<file path="config.mk">
export PLATFORM = sky130hd
export DESIGN_NAME = softmc_top
export DESIGN_NICKNAME = d
export VERILOG_FILES = /design/src/source/softmc_dfi_pkg.sv /design/src/source/softmc_instr_pkg.sv /design/src/source/cmd_sequencer.sv /design/src/source/ddr4_cmd_encoder.sv /design/src/source/instr_queue.sv /design/src/source/rdback_fifo.sv /design/src/source/softmc_top.sv
export SDC_FILE = /design/constraint.sdc
export NUM_CORES = 2
export LEC_CHECK = 0
export BUFFER_PORTS_ARGS = -buffer_cell sky130_fd_sc_hd__buf_4
export CORE_AREA = 8 8 620 622
export CTS_CLUSTER_DIAMETER = 50
export DETAILED_ROUTE_END_ITERATION = 16
export DIE_AREA = 0 0 628 630
export GPL_ROUTABILITY_DRIVEN = 0
export PLACE_DENSITY = 0.66
export SLEW_MARGIN = 30
export SYNTH_ARGS = -nofsm -noshare
export SYNTH_HDL_FRONTEND = slang
export SYNTH_MEMORY_MAX_BITS = 65536
export SYNTH_SLANG_ARGS = --single-unit
</file>
<file path="constraint.sdc">
create_clock -name clk -period 95.5 [get_ports clk]
set_input_delay 19.1 -clock clk [delete_from_list [all_inputs] [get_ports clk]]
set_output_delay 19.1 -clock clk [all_outputs]
set_load 0.05 [all_outputs]
</file>
<file path="src/source/softmc_dfi_pkg.sv">
package softmc_dfi_pkg;

    localparam int row_w        = 17;
    localparam int col_w        = 10;
    localparam int ba_w         = 2;
    localparam int bg_w         = 1;
    localparam int byte_w       = 8;
    localparam int dq_beat_w    = 512;            // one user side beat
    localparam int rdback_depth = 8;
    localparam int rdback_ptr_w = $clog2(rdback_depth);

    //////////////////////////////////////////////////////////////////////
    // ddr4 address pin layout for non-activate commands
    //////////////////////////////////////////////////////////////////////
    localparam int          rcw_lsb = 14;         // ras_n cas_n we_n on 16..14
    localparam int          ap_bit  = 10;         // auto precharge, kept low
    localparam logic [2:0]  rcw_pre = 3'b010;
    localparam logic [2:0]  rcw_wr  = 3'b100;
    localparam logic [2:0]  rcw_rd  = 3'b101;

    // one-hot command kinds
    typedef enum logic [4:0] {
        cmd_nop = 5'b00001,
        cmd_act = 5'b00010,
        cmd_pre = 5'b00100,
        cmd_wr  = 5'b01000,
        cmd_rd  = 5'b10000
    } cmd_kind_t;

    typedef struct packed {
        cmd_kind_t          kind;
        logic [ba_w-1:0]    ba;
        logic [bg_w-1:0]    bg;
        logic [row_w-1:0]   addr;                 // row, or column in low bits
        logic [byte_w-1:0]  pattern;              // write fill byte
    } dfi_cmd_t;

endpackage

</file>
<file path="src/source/softmc_instr_pkg.sv">
package softmc_instr_pkg;

    localparam int instr_w  = 32;                 // host instruction word
    localparam int iq_depth = 16;                 // queue entries
    localparam int iq_ptr_w = $clog2(iq_depth);

    //////////////////////////////////////////////////////////////////////
    // instruction field positions
    //////////////////////////////////////////////////////////////////////
    localparam int op_w     = 4;
    localparam int op_lsb   = 28;                 // opcode in 31..28
    localparam int ba_lsb   = 26;                 // bank in 27..26
    localparam int bg_lsb   = 25;                 // bank group
    localparam int row_lsb  = 0;                  // activate row
    localparam int col_lsb  = 0;                  // rd/wr column
    localparam int pat_lsb  = 10;                 // write pattern byte
    localparam int wait_lsb = 0;
    localparam int wait_w   = 16;                 // wait gap in cycles

    // anything not listed runs as a single nop cycle
    typedef enum logic [op_w-1:0] {
        op_act  = 4'd1,
        op_pre  = 4'd2,
        op_wr   = 4'd3,
        op_rd   = 4'd4,
        op_wait = 4'd5,
        op_end  = 4'd15
    } opcode_t;

    typedef struct packed {
        logic [instr_w-1:0] instr;
        logic               last;                 // closes a sealed sequence
    } iq_entry_t;

endpackage

</file>
<file path="src/source/cmd_sequencer.sv">
`timescale 1ns/100ps

module cmd_sequencer (
    input  logic                        clk,
    input  logic                        rst_n,
    input  logic                        iq_valid,
    input  softmc_instr_pkg::iq_entry_t iq_head,
    output logic                        iq_pop,
    output logic                        processing_iseq,
    output softmc_dfi_pkg::dfi_cmd_t    cmd
);
    import softmc_instr_pkg::*;
    import softmc_dfi_pkg::*;

    typedef enum logic [1:0] {
        st_idle,
        st_issue,
        st_wait
    } state_t;

    state_t            state;
    opcode_t           op;
    dfi_cmd_t          cmd_d;
    logic [wait_w-1:0] wait_d;
    logic [wait_w-1:0] wait_cnt;                  // cycles left in the gap

    assign op     = opcode_t'(iq_head.instr[op_lsb +: op_w]);
    assign wait_d = iq_head.instr[wait_lsb +: wait_w];
    assign iq_pop = (state == st_issue) && iq_valid;   // one entry per cycle

    //////////////////////////////////////////////////////////////////////
    // opcode decode
    //////////////////////////////////////////////////////////////////////
    always_comb begin
        cmd_d         = '0;
        cmd_d.kind    = cmd_nop;
        cmd_d.ba      = iq_head.instr[ba_lsb +: ba_w];
        cmd_d.bg      = iq_head.instr[bg_lsb +: bg_w];
        cmd_d.pattern = iq_head.instr[pat_lsb +: byte_w];
        if (iq_pop) begin
            case (op)
                op_act: begin
                    cmd_d.kind = cmd_act;
                    cmd_d.addr = iq_head.instr[row_lsb +: row_w];
                end
                op_pre: cmd_d.kind = cmd_pre;
                op_wr: begin
                    cmd_d.kind             = cmd_wr;
                    cmd_d.addr[col_w-1:0]  = iq_head.instr[col_lsb +: col_w];
                end
                op_rd: begin
                    cmd_d.kind             = cmd_rd;
                    cmd_d.addr[col_w-1:0]  = iq_head.instr[col_lsb +: col_w];
                end
                default: cmd_d.kind = cmd_nop;    // wait, sealed end, unknown
            endcase
        end
    end

    //////////////////////////////////////////////////////////////////////
    // sequence FSM
    //////////////////////////////////////////////////////////////////////
    always_ff @(posedge clk) begin
        if (!rst_n) begin
            state           <= st_idle;
            processing_iseq <= 1'b0;
            wait_cnt        <= '0;
            cmd.kind        <= cmd_nop;
        end else begin
            cmd <= cmd_d;                         // one step per cycle
            case (state)
                st_idle: begin
                    if (iq_valid) begin           // whole sequence is stored
                        state           <= st_issue;
                        processing_iseq <= 1'b1;
                    end
                end
                st_issue: begin
                    if (iq_pop && iq_head.last) begin
                        state           <= st_idle;
                        processing_iseq <= 1'b0;
                    end else if (iq_pop && op == op_wait && wait_d != '0) begin
                        wait_cnt <= wait_d;
                        state    <= st_wait;
                    end
                end
                st_wait: begin
                    wait_cnt <= wait_cnt - 1'b1;  // nop goes out meanwhile
                    if (wait_cnt == 1) state <= st_issue;
                end
                default: state <= st_idle;
            endcase
        end
    end

endmodule

</file>
<file path="src/source/ddr4_cmd_encoder.sv">
`timescale 1ns/100ps

module ddr4_cmd_encoder (
    input  logic                                   clk,
    input  logic                                   rst_n,
    input  softmc_dfi_pkg::dfi_cmd_t               cmd,
    output logic                                   mc_act_n,
    output logic                                   mc_cs_n,
    output logic [softmc_dfi_pkg::row_w-1:0]       mc_adr,
    output logic [softmc_dfi_pkg::ba_w-1:0]        mc_ba,
    output logic [softmc_dfi_pkg::bg_w-1:0]        mc_bg,
    output logic                                   mc_rd_cas,
    output logic                                   mc_wr_cas,
    output logic [softmc_dfi_pkg::dq_beat_w-1:0]   wrdata,
    output logic                                   wrdata_en
);
    import softmc_dfi_pkg::*;

    logic [row_w-1:0] adr_d;

    // address pins per command kind
    always_comb begin
        adr_d = '0;
        case (cmd.kind)
            cmd_act: adr_d = cmd.addr;            // full row
            cmd_pre: adr_d[rcw_lsb +: 3] = rcw_pre;
            cmd_wr: begin
                adr_d[rcw_lsb +: 3] = rcw_wr;
                adr_d[col_w-1:0]    = cmd.addr[col_w-1:0];
            end
            cmd_rd: begin
                adr_d[rcw_lsb +: 3] = rcw_rd;
                adr_d[col_w-1:0]    = cmd.addr[col_w-1:0];
            end
            default: adr_d = '0;
        endcase
        if (cmd.kind != cmd_act) adr_d[ap_bit] = 1'b0;   // no auto precharge
    end

    //////////////////////////////////////////////////////////////////////
    // pin registers
    //////////////////////////////////////////////////////////////////////
    always_ff @(posedge clk) begin
        if (!rst_n) begin
            mc_act_n  <= 1'b1;
            mc_cs_n   <= 1'b1;                    // deselected
            mc_rd_cas <= 1'b0;
            mc_wr_cas <= 1'b0;
            wrdata_en <= 1'b0;
        end else begin
            mc_act_n  <= (cmd.kind != cmd_act);
            mc_cs_n   <= (cmd.kind == cmd_nop);
            mc_rd_cas <= (cmd.kind == cmd_rd);
            mc_wr_cas <= (cmd.kind == cmd_wr);
            wrdata_en <= (cmd.kind == cmd_wr);    // data with the write, no cwl
        end
    end

    always_ff @(posedge clk) begin
        mc_adr <= adr_d;
        mc_ba  <= cmd.ba;
        mc_bg  <= cmd.bg;
        wrdata <= {(dq_beat_w / byte_w){cmd.pattern}};   // fill byte across beat
    end

endmodule

</file>
<file path="src/source/instr_queue.sv">
`timescale 1ns/100ps

module instr_queue (
    input  logic                                 clk,
    input  logic                                 rst_n,
    input  logic                                 app_en,
    input  logic [softmc_instr_pkg::instr_w-1:0] app_instr,
    input  logic                                 iq_pop,
    output logic                                 app_ack,
    output logic                                 iq_valid,
    output softmc_instr_pkg::iq_entry_t          iq_head
);
    import softmc_instr_pkg::*;

    iq_entry_t           mem [iq_depth];
    iq_entry_t           wr_entry;
    logic [iq_ptr_w-1:0] wr_ptr;
    logic [iq_ptr_w-1:0] rd_ptr;
    logic [iq_ptr_w:0]   count;                   // stored entries
    logic [iq_ptr_w:0]   sealed_cnt;              // complete sequences waiting
    logic                full;
    logic                accept;
    logic                is_end;
    logic                seal_pop;

    assign full     = (count == (iq_ptr_w + 1)'(iq_depth));
    assign accept   = app_en && !full && !app_ack;   // ack pulse blocks a repeat
    assign is_end   = (opcode_t'(app_instr[op_lsb +: op_w]) == op_end);
    assign seal_pop = iq_pop && iq_head.last;
    assign iq_valid = (sealed_cnt != '0);
    assign iq_head  = mem[rd_ptr];

    // end marker becomes an empty word flagged last
    always_comb begin
        wr_entry.instr = app_instr;
        wr_entry.last  = 1'b0;
        if (is_end) begin
            wr_entry.instr = '0;                  // opcode 0 runs as nop
            wr_entry.last  = 1'b1;
        end
    end

    always_ff @(posedge clk) begin
        if (accept) mem[wr_ptr] <= wr_entry;
    end

    always_ff @(posedge clk) begin
        if (!rst_n) begin
            app_ack    <= 1'b0;
            wr_ptr     <= '0;
            rd_ptr     <= '0;
            count      <= '0;
            sealed_cnt <= '0;
        end else begin
            app_ack <= accept;                    // one cycle after acceptance
            if (accept) wr_ptr <= wr_ptr + 1'b1;
            if (iq_pop) rd_ptr <= rd_ptr + 1'b1;
            case ({accept, iq_pop})
                2'b10:   count <= count + 1'b1;
                2'b01:   count <= count - 1'b1;
                default: count <= count;
            endcase
            case ({accept && is_end, seal_pop})
                2'b10:   sealed_cnt <= sealed_cnt + 1'b1;
                2'b01:   sealed_cnt <= sealed_cnt - 1'b1;
                default: sealed_cnt <= sealed_cnt;
            endcase
        end
    end

endmodule

</file>
<file path="src/source/rdback_fifo.sv">
`timescale 1ns/100ps

module rdback_fifo (
    input  logic                                 clk,
    input  logic                                 rst_n,
    input  logic [softmc_dfi_pkg::dq_beat_w-1:0] rddata,
    input  logic                                 rddata_valid,
    input  logic                                 rdback_fifo_rden,
    output logic                                 rdback_fifo_empty,
    output logic [softmc_dfi_pkg::dq_beat_w-1:0] rdback_data
);
    import softmc_dfi_pkg::*;

    logic [dq_beat_w-1:0]    mem [rdback_depth];
    logic [rdback_ptr_w-1:0] wr_ptr;
    logic [rdback_ptr_w-1:0] rd_ptr;
    logic [rdback_ptr_w:0]   count;               // occupancy
    logic                    full;
    logic                    wr_en;
    logic                    rd_en;

    assign full              = (count == (rdback_ptr_w + 1)'(rdback_depth));
    assign rdback_fifo_empty = (count == '0);
    assign wr_en             = rddata_valid && !full;     // dram can't stall, drop
    assign rd_en             = rdback_fifo_rden && !rdback_fifo_empty;
    assign rdback_data       = mem[rd_ptr];       // show-ahead head beat

    always_ff @(posedge clk) begin
        if (wr_en) mem[wr_ptr] <= rddata;
    end

    always_ff @(posedge clk) begin
        if (!rst_n) begin
            wr_ptr <= '0;
            rd_ptr <= '0;
            count  <= '0;
        end else begin
            if (wr_en) wr_ptr <= wr_ptr + 1'b1;
            if (rd_en) rd_ptr <= rd_ptr + 1'b1;
            case ({wr_en, rd_en})
                2'b10:   count <= count + 1'b1;
                2'b01:   count <= count - 1'b1;
                default: count <= count;
            endcase
        end
    end

endmodule

</file>
<file path="src/source/softmc_top.sv">
`timescale 1ns/100ps

module softmc_top (
    input  logic                                 clk,
    input  logic                                 rst_n,
    // host instruction port
    input  logic                                 app_en,
    input  logic [softmc_instr_pkg::instr_w-1:0] app_instr,
    output logic                                 app_ack,
    output logic                                 processing_iseq,
    // ddr4 command pins
    output logic                                 mc_act_n,
    output logic                                 mc_cs_n,
    output logic [softmc_dfi_pkg::row_w-1:0]     mc_adr,
    output logic [softmc_dfi_pkg::ba_w-1:0]      mc_ba,
    output logic [softmc_dfi_pkg::bg_w-1:0]      mc_bg,
    output logic                                 mc_rd_cas,
    output logic                                 mc_wr_cas,
    output logic [softmc_dfi_pkg::dq_beat_w-1:0] wrdata,
    output logic                                 wrdata_en,
    // read return and host readback
    input  logic [softmc_dfi_pkg::dq_beat_w-1:0] rddata,
    input  logic                                 rddata_valid,
    input  logic                                 rdback_fifo_rden,
    output logic                                 rdback_fifo_empty,
    output logic [softmc_dfi_pkg::dq_beat_w-1:0] rdback_data
);
    import softmc_instr_pkg::*;
    import softmc_dfi_pkg::*;

    logic      iq_valid;
    logic      iq_pop;
    iq_entry_t iq_head;
    dfi_cmd_t  cmd;                               // sequencer to encoder step

    instr_queue i_iq (
        .clk(clk), .rst_n(rst_n), .app_en(app_en), .app_instr(app_instr),
        .iq_pop(iq_pop), .app_ack(app_ack), .iq_valid(iq_valid), .iq_head(iq_head)
    );

    cmd_sequencer i_seq (
        .clk(clk), .rst_n(rst_n), .iq_valid(iq_valid), .iq_head(iq_head),
        .iq_pop(iq_pop), .processing_iseq(processing_iseq), .cmd(cmd)
    );

    ddr4_cmd_encoder i_enc (
        .clk(clk), .rst_n(rst_n), .cmd(cmd), .mc_act_n(mc_act_n), .mc_cs_n(mc_cs_n),
        .mc_adr(mc_adr), .mc_ba(mc_ba), .mc_bg(mc_bg), .mc_rd_cas(mc_rd_cas),
        .mc_wr_cas(mc_wr_cas), .wrdata(wrdata), .wrdata_en(wrdata_en)
    );

    rdback_fifo i_rdback (
        .clk(clk), .rst_n(rst_n), .rddata(rddata), .rddata_valid(rddata_valid),
        .rdback_fifo_rden(rdback_fifo_rden), .rdback_fifo_empty(rdback_fifo_empty),
        .rdback_data(rdback_data)
    );

endmodule
</file>
==> results.sh <==
export IMPL_ys_ff_latch=4632
export IMPL_syn_area_sq_mm=0.178
export IMPL_cts_buffers=466
export IMPL_cts_path_max_buffers=4
export IMPL_yosysWarnings=0
export IMPL_grt_total_usage_pct=21.3
export IMPL_crit_type="reg2out"
export IMPL_reg2reg_depth=10
export IMPL_num_vias=82300
export IMPL_cts_root_buf="clkbuf_16"
export IMPL_tightest_slew_ns=1.08
export IMPL_critPathMaxFanout=103
export IMPL_clock_skew_final_ns=0.0815
export IMPL_min_path_cells=0
export IMPL_antenna_found_initial=110
export IMPL_clock_latency_ns=0.99
export IMPL_die_w_microns=628
export IMPL_fmax_mhz=37.2
export IMPL_synth_edf_count=4540
export IMPL_path_clk_slew_ns=0.06
export IMPL_grt_max_degree=149
export IMPL_synth_area_leader_cell="edfxtp_1"
export IMPL_die_h_microns=630
export IMPL_synthToLayoutAreaGrowth_pct=17.2
export IMPL_cts_hold_buf=0
export IMPL_post_route_util_pct=55.6
export IMPL_fin_crit_sh_pct=28.2
export IMPL_cts_max_level=5
export IMPL_cts_sinks=4632
export IMPL_yosysSeqAreaShare_pct=77.8
export IMPL_syn_avg_cell_area_sq_um=23.4
export IMPL_hpwlAfterDp_mm=265
export IMPL_viasPerCell=5.69
export IMPL_ys_flop_type="edfxtp_1"
export IMPL_post_cts_setup_buffers=0
export IMPL_end_kind="output port"
export IMPL_dieArea_sq_mm=0.396
export IMPL_cts_resized=0
export IMPL_total_leakage_power_nw=67.2
export IMPL_grt_pass1_vias=85100
export IMPL_rows=225
export IMPL_relSlewSlack_pct=28.2
export IMPL_cts_tree="yes"
export IMPL_report_final_slew_viol_count=0
export IMPL_rsz0062_at_grt="false"
export IMPL_final_setup_tns_ns=0
export IMPL_ioPinCount=1601
export IMPL_arrival_ns=7.80
export IMPL_max_cap_viol_count=0
export IMPL_grt_overflow=0
export IMPL_drc=0
export IMPL_dr_pass1_iters=5
export IMPL_hold_class="reg2reg"
export IMPL_cp_required_ns=76.40
export IMPL_syn_nets=8166
export IMPL_wl_mm=435
export IMPL_ir_worst_vdd_uv=21.9
export IMPL_synth_top_area_share_pct=76.8
export IMPL_portBuffers=1593
export IMPL_cp_start_kind="flip-flop"
export IMPL_drtIter0Drc=7656
export IMPL_synthArstFlopShare_pct=0
export IMPL_grt_pass1_wl_mm=620
export IMPL_yosysUniqueCellTypes=64
export IMPL_hold_violations=0
export IMPL_run_status="complete, no violations"
export IMPL_finalSetupViolCount=0
export IMPL_ant_nets=0
export IMPL_min_period_ns=26.90
export IMPL_p_per_area_mw_per_mm2=25.1
export IMPL_synth_area_leaders="edfxtp_1, mux4_2, mux2_2, buf_4, dfxtp_1"
export IMPL_syn_inst=7596
export IMPL_drive_above_1_share_pct=44.2
export IMPL_wl_per_cell_microns=30.1
export IMPL_start_util_pct=47.5
export IMPL_core_area_sq_mm=0.374
export IMPL_nNetsFinal=9555
## final cells by class
| type | instances | area (sq um) |
|---|---|---|
| fillers | 27400 | 166000 |
| flip-flops and latches | 4632 | 138000 |
| multi-input cells | 2101 | 34300 |
| repair buffers | 1764 | 13700 |
| clock buffers | 567 | 12200 |
| well taps | 4994 | 6250 |
| clock inverters | 304 | 3350 |
| diodes | 68 | 170 |
| inverters | 20 | 75.1 |
## cells in the mapped netlist, types with 18 or more instances
library cell	count
mux2_2	513
edfxtp_1	4540
inv_1	18
nor2_1	79
ha_1	19
buf_4	511
clkbuf_1	216
and2_1	43
buf_1	95
a21oi_1	45
dfxtp_1	92
mux4_2	1129
a22oi_1	20
nand2_1	69
## per-layer routing
layer | track usage, % | up-vias | part of all wire, %
met1 | 27.2 | 44200 | 38
li1 | - | 34200 | -
met5 | 0 | - | 0.035
met2 | 36.2 | 3038 | 51
met3 | 4.17 | 739 | 6.4
met4 | 8.62 | 26 | 4.2
## logic make-up (layout without fill, tap and decap cells)
| family | after synthesis | in the layout | synth area share [%] |
|---|---|---|---|
| other | 0 | 68 | 0 |
| AOI/OAI and AO/OA | 121 | 121 | 0.476 |
| adders and majority gates | 21 | 21 | 0.156 |
| xor gates and xnor gates | 22 | 22 | 0.109 |
| muxes | 1650 | 1650 | 17.7 |
| and+or+nand+nor | 287 | 287 | 0.814 |
| buffers and inverters | 863 | 2655 | 2.97 |
| DFF | 4632 | 4632 | 77.8 |
## worst max-delay path, stage by stage, from the launching register on
cell and delay [ns]:
dfxtp_4 0.79, buf_4 0.80, buf_4 0.87, buf_12 0.52, buf_4 0.74, buf_4 0.86, buf_4 0.82, mux4_2 0.41
mux2_2 0.32, buf_4 0.21
## placed cells by master (no fill, tap or decap), types with 18 or more instances in the layout
master / Yosys / routed
edfxtp_1: 4540 / 4540
buf_4: 511 / 1726
mux4_2: 1129 / 1129
mux2_2: 513 / 513
clkbuf_16: 0 / 469
clkbuf_1: 216 / 93
clkinv_1: 1 / 91
clkinv_2: 0 / 90
dfxtp_1: 92 / 78
nand2_1: 69 / 69
diode_2: 0 / 68
nor2_1: 79 / 61
bufinv_16: 0 / 56
a21oi_1: 45 / 45
and2_1: 43 / 43
a22oi_1: 20 / 20
buf_12: 2 / 20
ha_1: 19 / 19
inv_1: 18 / 18
clkinvlp_4: 0 / 18
## metrics by stage
stage	cells	power [mW]	cell area, sq um	worst slack [ns]	hold WS (ns)
2_1_floorplan	7596	3.19	178000	39.69	0.323
3_3_place_gp	13500	3.43	192000	69.05	0.324
4_1_cts	14400	5.27	208000	68.26	0.341
6_report	14500	5.22	208000	68.60	0.340
5_1_grt	14400	5.38	208000	68.28	0.347
3_5_place_dp	13500	3.45	192000	69.32	0.328
## path summary, 6_finish.rpt
path                                       start                              to  slack (ns)
setup / recovery                       flip-flop                rdback_data[145]       68.60
hold / removal            i_seq.cmd[7]$_DFFE_PP_       i_enc.wrdata[503]$_DFF_P_        0.34
setup reg to reg  i_rdback.count[0]$_SDFFE_PN0P_  i_rdback.mem[2][164]$_DFFE_PP_       90.19
hold reg to reg           i_seq.cmd[7]$_DFFE_PP_       i_enc.wrdata[503]$_DFF_P_        0.34
## state kept, by name (all words and copies together), names as in the netlist, 2 cells and up, named ones only
| name | cells |
|---|---|
| i_rdback.mem | 4096 |
| i_iq.mem | 416 |
| i_seq.cmd | 33 |
| i_enc.mc_adr | 17 |
| i_seq.wait_cnt | 16 |
| i_enc.wrdata | 8 |
| i_iq.count | 5 |
| i_iq.sealed_cnt | 5 |
| i_iq.rd_ptr | 4 |
| i_iq.wr_ptr | 4 |
| i_rdback.count | 4 |
| i_rdback.rd_ptr | 3 |
| i_rdback.wr_ptr | 3 |
| i_enc.mc_ba | 2 |
| i_seq.state | 2 |
## report_power, final
| part | internal [mW] | switching [mW] | total (mW) |
|---|---|---|---|
| Sequential | 2.31 | 0.0214 | 2.33 |
| Combinational | 0.381 | 0.676 | 1.06 |
| Clock | 1.06 | 0.765 | 1.83 |
(Power assumes the default switching activity.)
